--- src/rv_pkg.sv ---
package rv_pkg;

    typedef logic [31:0] xlen_t;
    typedef logic [4:0]  reg_idx_t;
    typedef logic [6:0]  opcode_t;
    typedef logic [2:0]  alu_sel_t;
    typedef logic [1:0]  fwd_sel_t;
    typedef logic [1:0]  res_src_t;

    // major opcodes of the supported subset
    localparam opcode_t op_rtype  = 7'b0110011;
    localparam opcode_t op_itype  = 7'b0010011;
    localparam opcode_t op_load   = 7'b0000011;
    localparam opcode_t op_store  = 7'b0100011;
    localparam opcode_t op_branch = 7'b1100011;
    localparam opcode_t op_jal    = 7'b1101111;

    localparam alu_sel_t alu_add = 3'd0;
    localparam alu_sel_t alu_sub = 3'd1;
    localparam alu_sel_t alu_and = 3'd2;
    localparam alu_sel_t alu_or  = 3'd3;
    localparam alu_sel_t alu_xor = 3'd4;
    localparam alu_sel_t alu_slt = 3'd5;

    localparam fwd_sel_t fwd_none = 2'b00;
    localparam fwd_sel_t fwd_wb   = 2'b01;
    localparam fwd_sel_t fwd_mem  = 2'b10;

    localparam res_src_t res_alu = 2'b00;
    localparam res_src_t res_mem = 2'b01;
    localparam res_src_t res_pc4 = 2'b10;

    // addi x0, x0, 0
    localparam xlen_t nop_instr = 32'h0000_0013;

    typedef struct packed {
        xlen_t pc;
        xlen_t pc_plus4;
        xlen_t instr;
    } if_id_t;

    typedef struct packed {
        logic     reg_write;
        logic     mem_read;
        logic     mem_write;
        logic     branch;
        logic     jump;
        logic     alu_src;
        alu_sel_t alu_sel;
        res_src_t res_src;
        xlen_t    rd1;
        xlen_t    rd2;
        xlen_t    imm;
        xlen_t    pc;
        xlen_t    pc_plus4;
        reg_idx_t rs1;
        reg_idx_t rs2;
        reg_idx_t rd;
    } id_ex_t;

    typedef struct packed {
        logic     reg_write;
        logic     mem_read;
        logic     mem_write;
        res_src_t res_src;
        xlen_t    alu_result;
        xlen_t    write_data;
        xlen_t    pc_plus4;
        reg_idx_t rd;
    } ex_mem_t;

    typedef struct packed {
        logic     reg_write;
        res_src_t res_src;
        xlen_t    alu_result;
        xlen_t    read_data;
        xlen_t    pc_plus4;
        reg_idx_t rd;
    } mem_wb_t;

    typedef struct packed {
        logic     valid;
        reg_idx_t rd;
        xlen_t    value;
    } retire_t;

endpackage

--- src/fetch_stage.sv ---
`timescale 1ns/1ps

module fetch_stage #(
    parameter rv_pkg::xlen_t reset_pc = '0
) (
    input  logic           clk,
    input  logic           rst,
    input  logic           stall_fd,
    input  logic           flush_d,
    input  logic           redirect,
    input  rv_pkg::xlen_t  target,
    input  rv_pkg::xlen_t  instr,
    output rv_pkg::xlen_t  pc,
    output rv_pkg::if_id_t if_id
);
    import rv_pkg::*;

    xlen_t pc_plus4;

    assign pc_plus4 = pc + 32'd4;

    always_ff @(posedge clk) begin
        if (rst) begin
            pc <= reset_pc;
        end else if (redirect) begin
            pc <= target;
        end else if (!stall_fd) begin
            pc <= pc_plus4;
        end
    end

    // squashed slot becomes a nop
    always_ff @(posedge clk) begin
        if (rst || flush_d) begin
            if_id.pc       <= '0;
            if_id.pc_plus4 <= '0;
            if_id.instr    <= nop_instr;
        end else if (!stall_fd) begin
            if_id.pc       <= pc;
            if_id.pc_plus4 <= pc_plus4;
            if_id.instr    <= instr;
        end
    end

endmodule

--- src/reg_file.sv ---
`timescale 1ns/1ps

module reg_file (
    input  logic             clk,
    input  logic             rst,
    input  rv_pkg::reg_idx_t ra1,
    input  rv_pkg::reg_idx_t ra2,
    input  rv_pkg::retire_t  retire,
    output rv_pkg::xlen_t    rd1,
    output rv_pkg::xlen_t    rd2
);
    import rv_pkg::*;

    // x0 has no storage
    xlen_t regs [31:1];

    always_ff @(posedge clk) begin
        if (rst) begin
            for (int i = 1; i < 32; i++) begin
                regs[i] <= '0;
            end
        end else if (retire.valid && retire.rd != '0) begin
            regs[retire.rd] <= retire.value;
        end
    end

    // write-first: same-cycle write wins over stored value
    function automatic xlen_t read_port(input reg_idx_t ra);
        if (ra == '0) begin
            return '0;
        end else if (retire.valid && retire.rd == ra) begin
            return retire.value;
        end
        return regs[ra];
    endfunction

    assign rd1 = read_port(ra1);
    assign rd2 = read_port(ra2);

endmodule

--- src/decode_stage.sv ---
`timescale 1ns/1ps

module decode_stage (
    input  logic            clk,
    input  logic            rst,
    input  logic            flush_e,
    input  rv_pkg::if_id_t  if_id,
    input  rv_pkg::retire_t retire,
    output rv_pkg::id_ex_t  id_ex,
    output rv_pkg::reg_idx_t rs1,
    output rv_pkg::reg_idx_t rs2
);
    import rv_pkg::*;

    xlen_t   instr;
    opcode_t opcode;
    xlen_t   imm_i;
    xlen_t   imm_s;
    xlen_t   imm_b;
    xlen_t   imm_j;
    xlen_t   rd1;
    xlen_t   rd2;
    id_ex_t  id_ex_d;

    assign instr  = if_id.instr;
    assign opcode = instr[6:0];
    assign rs1    = instr[19:15];
    assign rs2    = instr[24:20];

    assign imm_i = {{20{instr[31]}}, instr[31:20]};
    assign imm_s = {{20{instr[31]}}, instr[31:25], instr[11:7]};
    assign imm_b = {{19{instr[31]}}, instr[31], instr[7], instr[30:25], instr[11:8], 1'b0};
    assign imm_j = {{11{instr[31]}}, instr[31], instr[19:12], instr[20], instr[30:21], 1'b0};

    reg_file u_rf (
        .clk(clk),
        .rst(rst),
        .ra1(rs1),
        .ra2(rs2),
        .retire(retire),
        .rd1(rd1),
        .rd2(rd2)
    );

    always_comb begin
        id_ex_d          = '0;
        id_ex_d.rd1      = rd1;
        id_ex_d.rd2      = rd2;
        id_ex_d.pc       = if_id.pc;
        id_ex_d.pc_plus4 = if_id.pc_plus4;
        id_ex_d.rs1      = rs1;
        id_ex_d.rs2      = rs2;
        id_ex_d.rd       = instr[11:7];
        id_ex_d.alu_sel  = alu_add;
        id_ex_d.res_src  = res_alu;
        case (opcode)
            op_rtype: begin
                id_ex_d.reg_write = 1'b1;
                case (instr[14:12])
                    3'b000:  id_ex_d.alu_sel = instr[30] ? alu_sub : alu_add;
                    3'b111:  id_ex_d.alu_sel = alu_and;
                    3'b110:  id_ex_d.alu_sel = alu_or;
                    3'b100:  id_ex_d.alu_sel = alu_xor;
                    3'b010:  id_ex_d.alu_sel = alu_slt;
                    default: id_ex_d.alu_sel = alu_add;
                endcase
            end
            op_itype: begin
                id_ex_d.reg_write = 1'b1;
                id_ex_d.alu_src   = 1'b1;
                id_ex_d.imm       = imm_i;
            end
            op_load: begin
                id_ex_d.reg_write = 1'b1;
                id_ex_d.mem_read  = 1'b1;
                id_ex_d.alu_src   = 1'b1;
                id_ex_d.res_src   = res_mem;
                id_ex_d.imm       = imm_i;
            end
            op_store: begin
                id_ex_d.mem_write = 1'b1;
                id_ex_d.alu_src   = 1'b1;
                id_ex_d.imm       = imm_s;
            end
            op_branch: begin
                id_ex_d.branch = 1'b1;
                id_ex_d.imm    = imm_b;
            end
            op_jal: begin
                id_ex_d.reg_write = 1'b1;
                id_ex_d.jump      = 1'b1;
                id_ex_d.res_src   = res_pc4;
                id_ex_d.imm       = imm_j;
            end
            // anything else passes as a bubble
            default: ;
        endcase
    end

    // bubble on load-use stall or redirect
    always_ff @(posedge clk) begin
        if (rst || flush_e) begin
            id_ex.reg_write <= 1'b0;
            id_ex.mem_read  <= 1'b0;
            id_ex.mem_write <= 1'b0;
            id_ex.branch    <= 1'b0;
            id_ex.jump      <= 1'b0;
        end else begin
            id_ex <= id_ex_d;
        end
    end

endmodule

--- src/exec_stage.sv ---
`timescale 1ns/1ps

module exec_stage (
    input  logic              clk,
    input  logic              rst,
    input  rv_pkg::id_ex_t    id_ex,
    input  rv_pkg::fwd_sel_t  fwd_a,
    input  rv_pkg::fwd_sel_t  fwd_b,
    input  rv_pkg::xlen_t     wb_value,
    output rv_pkg::ex_mem_t   ex_mem,
    output logic              redirect,
    output rv_pkg::xlen_t     target
);
    import rv_pkg::*;

    xlen_t   src_a;
    xlen_t   fwd_rd2;
    xlen_t   src_b;
    xlen_t   alu_result;
    ex_mem_t ex_mem_d;

    function automatic xlen_t pick(input fwd_sel_t sel, input xlen_t reg_val);
        case (sel)
            fwd_mem: return ex_mem.alu_result;
            fwd_wb:  return wb_value;
            default: return reg_val;
        endcase
    endfunction

    assign src_a   = pick(fwd_a, id_ex.rd1);
    assign fwd_rd2 = pick(fwd_b, id_ex.rd2);
    assign src_b   = id_ex.alu_src ? id_ex.imm : fwd_rd2;

    always_comb begin
        case (id_ex.alu_sel)
            alu_sub: alu_result = src_a - src_b;
            alu_and: alu_result = src_a & src_b;
            alu_or:  alu_result = src_a | src_b;
            alu_xor: alu_result = src_a ^ src_b;
            alu_slt: alu_result = {31'b0, $signed(src_a) < $signed(src_b)};
            default: alu_result = src_a + src_b;
        endcase
    end

    // beq and jal both go to pc + imm
    assign target   = id_ex.pc + id_ex.imm;
    assign redirect = id_ex.jump || (id_ex.branch && src_a == fwd_rd2);

    always_comb begin
        ex_mem_d.reg_write  = id_ex.reg_write;
        ex_mem_d.mem_read   = id_ex.mem_read;
        ex_mem_d.mem_write  = id_ex.mem_write;
        ex_mem_d.res_src    = id_ex.res_src;
        ex_mem_d.alu_result = alu_result;
        ex_mem_d.write_data = fwd_rd2;
        ex_mem_d.pc_plus4   = id_ex.pc_plus4;
        ex_mem_d.rd         = id_ex.rd;
    end

    always_ff @(posedge clk) begin
        if (rst) begin
            ex_mem.reg_write <= 1'b0;
            ex_mem.mem_read  <= 1'b0;
            ex_mem.mem_write <= 1'b0;
        end else begin
            ex_mem <= ex_mem_d;
        end
    end

endmodule

--- src/mem_wb_stage.sv ---
`timescale 1ns/1ps

module mem_wb_stage (
    input  logic            clk,
    input  logic            rst,
    input  rv_pkg::ex_mem_t ex_mem,
    input  rv_pkg::xlen_t   read_data,
    output rv_pkg::xlen_t   data_addr,
    output rv_pkg::xlen_t   din,
    output logic            data_we,
    output logic            data_re,
    output rv_pkg::retire_t retire
);
    import rv_pkg::*;

    mem_wb_t mem_wb;

    // memory answers in the same cycle
    assign data_addr = ex_mem.alu_result;
    assign din       = ex_mem.write_data;
    assign data_we   = ex_mem.mem_write;
    assign data_re   = ex_mem.mem_read;

    always_ff @(posedge clk) begin
        if (rst) begin
            mem_wb.reg_write <= 1'b0;
        end else begin
            mem_wb.reg_write  <= ex_mem.reg_write;
            mem_wb.res_src    <= ex_mem.res_src;
            mem_wb.alu_result <= ex_mem.alu_result;
            mem_wb.read_data  <= read_data;
            mem_wb.pc_plus4   <= ex_mem.pc_plus4;
            mem_wb.rd         <= ex_mem.rd;
        end
    end

    always_comb begin
        retire.valid = mem_wb.reg_write && mem_wb.rd != '0;
        retire.rd    = mem_wb.rd;
        case (mem_wb.res_src)
            res_mem: retire.value = mem_wb.read_data;
            res_pc4: retire.value = mem_wb.pc_plus4;
            default: retire.value = mem_wb.alu_result;
        endcase
    end

endmodule

--- src/hazard_unit.sv ---
`timescale 1ns/1ps

module hazard_unit (
    input  rv_pkg::reg_idx_t rs1_d,
    input  rv_pkg::reg_idx_t rs2_d,
    input  rv_pkg::id_ex_t   id_ex,
    input  rv_pkg::ex_mem_t  ex_mem,
    input  rv_pkg::retire_t  retire,
    input  logic             redirect,
    output logic             stall_fd,
    output logic             flush_d,
    output logic             flush_e,
    output rv_pkg::fwd_sel_t fwd_a,
    output rv_pkg::fwd_sel_t fwd_b
);
    import rv_pkg::*;

    logic load_use;

    // newer result in mem beats the one in wb
    function automatic fwd_sel_t fwd_for(input reg_idx_t rs);
        if (ex_mem.reg_write && ex_mem.rd != '0 && ex_mem.rd == rs) begin
            return fwd_mem;
        end else if (retire.valid && retire.rd == rs) begin
            return fwd_wb;
        end
        return fwd_none;
    endfunction

    assign fwd_a = fwd_for(id_ex.rs1);
    assign fwd_b = fwd_for(id_ex.rs2);

    // load data is not ready until wb
    assign load_use = id_ex.mem_read && id_ex.rd != '0 &&
                      (id_ex.rd == rs1_d || id_ex.rd == rs2_d);

    assign stall_fd = load_use;
    assign flush_e  = load_use || redirect;
    assign flush_d  = redirect;

endmodule

--- src/riscv_pipeline.sv ---
`timescale 1ns/1ps

module riscv_pipeline #(
    parameter rv_pkg::xlen_t reset_pc = '0
) (
    input  logic            clk,
    input  logic            rst,
    input  rv_pkg::xlen_t   instr,
    input  rv_pkg::xlen_t   read_data,
    output rv_pkg::xlen_t   pc,
    output rv_pkg::xlen_t   data_addr,
    output rv_pkg::xlen_t   din,
    output logic            data_we,
    output logic            data_re,
    output rv_pkg::retire_t retire
);
    import rv_pkg::*;

    if_id_t   if_id;
    id_ex_t   id_ex;
    ex_mem_t  ex_mem;
    reg_idx_t rs1_d;
    reg_idx_t rs2_d;
    logic     stall_fd;
    logic     flush_d;
    logic     flush_e;
    logic     redirect;
    xlen_t    target;
    fwd_sel_t fwd_a;
    fwd_sel_t fwd_b;

    fetch_stage #(
        .reset_pc(reset_pc)
    ) u_fetch (
        .clk(clk),
        .rst(rst),
        .stall_fd(stall_fd),
        .flush_d(flush_d),
        .redirect(redirect),
        .target(target),
        .instr(instr),
        .pc(pc),
        .if_id(if_id)
    );

    // register file write comes back from the retire port
    decode_stage u_decode (
        .clk(clk),
        .rst(rst),
        .flush_e(flush_e),
        .if_id(if_id),
        .retire(retire),
        .id_ex(id_ex),
        .rs1(rs1_d),
        .rs2(rs2_d)
    );

    exec_stage u_exec (
        .clk(clk),
        .rst(rst),
        .id_ex(id_ex),
        .fwd_a(fwd_a),
        .fwd_b(fwd_b),
        .wb_value(retire.value),
        .ex_mem(ex_mem),
        .redirect(redirect),
        .target(target)
    );

    mem_wb_stage u_mem_wb (
        .clk(clk),
        .rst(rst),
        .ex_mem(ex_mem),
        .read_data(read_data),
        .data_addr(data_addr),
        .din(din),
        .data_we(data_we),
        .data_re(data_re),
        .retire(retire)
    );

    hazard_unit u_hazard (
        .rs1_d(rs1_d),
        .rs2_d(rs2_d),
        .id_ex(id_ex),
        .ex_mem(ex_mem),
        .retire(retire),
        .redirect(redirect),
        .stall_fd(stall_fd),
        .flush_d(flush_d),
        .flush_e(flush_e),
        .fwd_a(fwd_a),
        .fwd_b(fwd_b)
    );

endmodule

--- config.mk ---
export PLATFORM = sky130hd
export DESIGN_NAME = riscv_pipeline
export DESIGN_NICKNAME = d
export VERILOG_FILES = /design/src/rv_pkg.sv /design/src/fetch_stage.sv /design/src/reg_file.sv /design/src/decode_stage.sv /design/src/exec_stage.sv /design/src/mem_wb_stage.sv /design/src/hazard_unit.sv /design/src/riscv_pipeline.sv
export SDC_FILE = /design/constraint.sdc
export NUM_CORES = 2
export LEC_CHECK = 0
export BUFFER_PORTS_ARGS = -buffer_cell sky130_fd_sc_hd__buf_2
export CAP_MARGIN = 20
export CORE_MARGIN = 3
export CORE_UTILIZATION = 35
export DETAILED_ROUTE_END_ITERATION = 8
export SKIP_CTS_REPAIR_TIMING = 1
export SYNTH_ARGS = -nofsm -noshare
export SYNTH_HDL_FRONTEND = slang
export SYNTH_SLANG_ARGS = --single-unit
--- constraint.sdc ---
create_clock -name clk -period 37.8 [get_ports clk]
set_input_delay 9.45 -clock clk [delete_from_list [all_inputs] [get_ports clk]]
set_output_delay 9.45 -clock clk [all_outputs]
set_load 0.02 [all_outputs]
==> flow_metrics.py <==
metrics = {
    "status": {
        "status": "completed",
    },
    "sta": {
        "period_needed_ns": 12.98,
        "rsz0062_at_grt": "false",
        "hold_viol": 0,
        "finalClockSkew_ns": 0.0575,
        "worst_hold_slack_ns": 0.414,
        "relSlewSlack": 0.0370,
        "finalSetupTns_ns": 0,
        "clock.fmax_mhz": 77.0,
        "period_share": 0.343,
        "setup_viol": 0,
        "slew_viol_final": 0,
        "worstMarginPinSlew_ns": 1.44,
    },
    "worst_setup_path": {
        "critPathLaunchType": "register",
        "critPathRequiredTime_ns": 28.35,
        "end_kind": "output pin",
        "worstPathMaxFanout": 40,
        "worst-setup-path-type": "register to output pin",
        "arrival_ns": 3.53,
    },
    "global_route": {
        "antenna_found_initial": 11,
        "track_usage": 0.232,
        "grt.overflow.total": 0,
        "grt_pass1_wl_um": 395000,
        "grt_max_degree": 134,
        "grt_pass1_vias": 53606,
    },
    "drt": {
        "drc_errors": 0,
        "maxUsedRoutingLayer": "met5",
        "vias": 55302,
        "wl_met2_um": 127000,
        "vias_per_cell": 6.02,
        "drtPass1Iterations": 6,
        "wirelength_um": 279000,
        "ant_nets": 0,
        "dr_wl_met3_um": 32700,
        "met1_length_um": 103000,
        "drtIter0Drc": 8143,
        "routedWlPerCell_um": 30.4,
    },
    "job": {
        "maxCapViolations": 0,
    },
    "placed_design": {
        "gp_congestion": 0.932,
        "dp_hpwl_um": 186000,
        "io_buffers": 201,
    },
    "die": {
        "start_util": 0.352,
        "core_area_um2": 228000,
        "die_x_um": 485,
        "rows": 175,
        "fp.dieH_um": 485,
        "ioPinCount": 202,
        "dieArea_um2": 235000,
    },
    "synthesis": {
        "synth_edf_count": 1398,
        "synth.cell_area_um2": 80300,
        "syn_avg_cell_area_um2": 13.1,
        "ys_warn_count": 0,
        "ys_seq_area_frac": 0.559,
        "synth_ff_type": "edfxtp_1",
        "synth_seq_cells": 1543,
        "ys_types": 91,
        "synthArstFlopShare": 0,
        "netlist_instances": 6130,
    },
    "clocking": {
        "clkLatencyLatePin_ns": 0.84,
        "cts_buffer_depth": 3,
        "htreeDepth": 4,
        "path_clk_slew_ns": 0.06,
        "cts_sinks": 1543,
        "cts_tree": "built",
        "cts_buffers": 168,
        "root_buffer": "clkbuf_16",
    },
    "power": {
        "powerDensity_nw_per_um2": 49.2,
        "power.total_uw": 4410,
        "irDropWorstVdd_uv": 48.9,
        "p_leak_uw": 0.0316,
    },
    "layout": {
        "nNetsFinal": 6248,
        "final_cell_mix": "1398 x edfxtp_1, 1150 x nor2_1, 640 x mux4_2",
        "area_delta_synth_final_pct": 11.7,
        "n_fill_cell": 21122,
        "seqCellArea_um2": 44900,
        "drive_gt1_frac": 0.221,
        "multi_input_area_um2": 32400,
        "final_common_cell": "edfxtp_1",
    },
    "worst_hold_path": {
        "hp-class": "register to register",
    },
}
==> synth_stat cells, types with 31 or more instances <==
cell type,n,area share
a211oi_1,52,0.0049
a21o_1,45,0.0042
a21oi_1,237,0.015
a22oi_1,54,0.0050
a31oi_1,50,0.0039
buf_1,66,0.0031
buf_2,31,0.0019
buf_4,76,0.0071
clkbuf_1,456,0.021
dfxtp_1,145,0.036
edfxtp_1,1398,0.52
ha_1,130,0.020
inv_1,162,0.0076
mux2i_1,103,0.013
mux4_2,640,0.18
nand2_1,414,0.019
nand3_1,80,0.0050
nor2_1,1151,0.054
nor3_1,42,0.0026
nor4_1,54,0.0042
o21a_1,52,0.0049
o21ai_0,117,0.0073
o22ai_1,88,0.0069
xnor2_1,93,0.010
xor2_1,66,0.0072
==> flip-flops by register name, indices dropped and copies added (netlist names), named ones only <==
register and flops:
u_decode.u_rf.regs 1024, u_decode.id_ex 173, u_exec.ex_mem 106, u_mem_wb.mem_wb 99, u_fetch.if_id 94, u_fetch.pc 32, u_mem_wb.retire 5
==> through the flow <==
step	cells	utilization	setup slack, ns	cell area, µm²
floorplan	6161	-	18.24	80500
global placement	8873	0.368	24.82	83800
detailed placement	8882	0.368	24.85	84000
CTS	9184	0.393	24.58	89600
global route	9190	0.394	24.72	89800
finish	9191	0.394	24.82	89800
==> critical path: stages, from the launching register on <==
cell      delay (ns)
edfxtp_1        0.41
ha_2            0.71
buf_12          0.27
o21a_1          0.15
buf_4           0.46
inv_1           0.38
buf_2           0.28
==> cell families after synthesis <==
| group | count (synthesis) | share of synthesized area |
|---|---|---|
| other cells | 1 | 0.0000467 |
| mux | 760 | 0.195 |
| fa+ha+maj | 133 | 0.0210 |
| simple gates | 1870 | 0.0960 |
| buf+inv | 800 | 0.0422 |
| compound gates | 864 | 0.0698 |
| flops | 1543 | 0.559 |
| xor+xnor | 159 | 0.0173 |
==> layout make-up <==
cell class,count,area share
clock inverter,95,0.0119
clock buffer,207,0.0511
multi-input combinational,3818,0.361
sequential,1543,0.500
inverter,163,0.00690
tap,3009,0.0419
antenna,1,0.0000279
timing repair buffer,355,0.0267
==> final timing paths <==
kind	from	endpoint	slack (ns)	cells past startpoint
worst min-delay path	u_exec.ex_mem[12]	u_mem_wb.mem_wb[12]	0.41	0
worst max register to register	u_mem_wb.mem_wb[102]	u_exec.ex_mem[97]	30.09	22
worst min register to register	u_exec.ex_mem[12]	u_mem_wb.mem_wb[12]	0.41	0
worst max-delay path	u_mem_wb.mem_wb[102]	retire[1]	24.82	6
==> layer usage <==
layer  vias up  GRT usage
li1      22854          -
met3       626     0.0628
met5         -          0
met1     28343      0.300
met4         6      0.115
met2      3473      0.360
==> report_power, final <==
| group | leakage (µW) | internal, µW | switching [µW] |
|---|---|---|---|
| logic | 0.0133 | 232 | 451 |
| registers | 0.0155 | 1950 | 76.3 |
| clock network | 0.00276 | 999 | 708 |
| total | 0.0316 | 3180 | 1240 |
(Power assumes the default switching activity.)
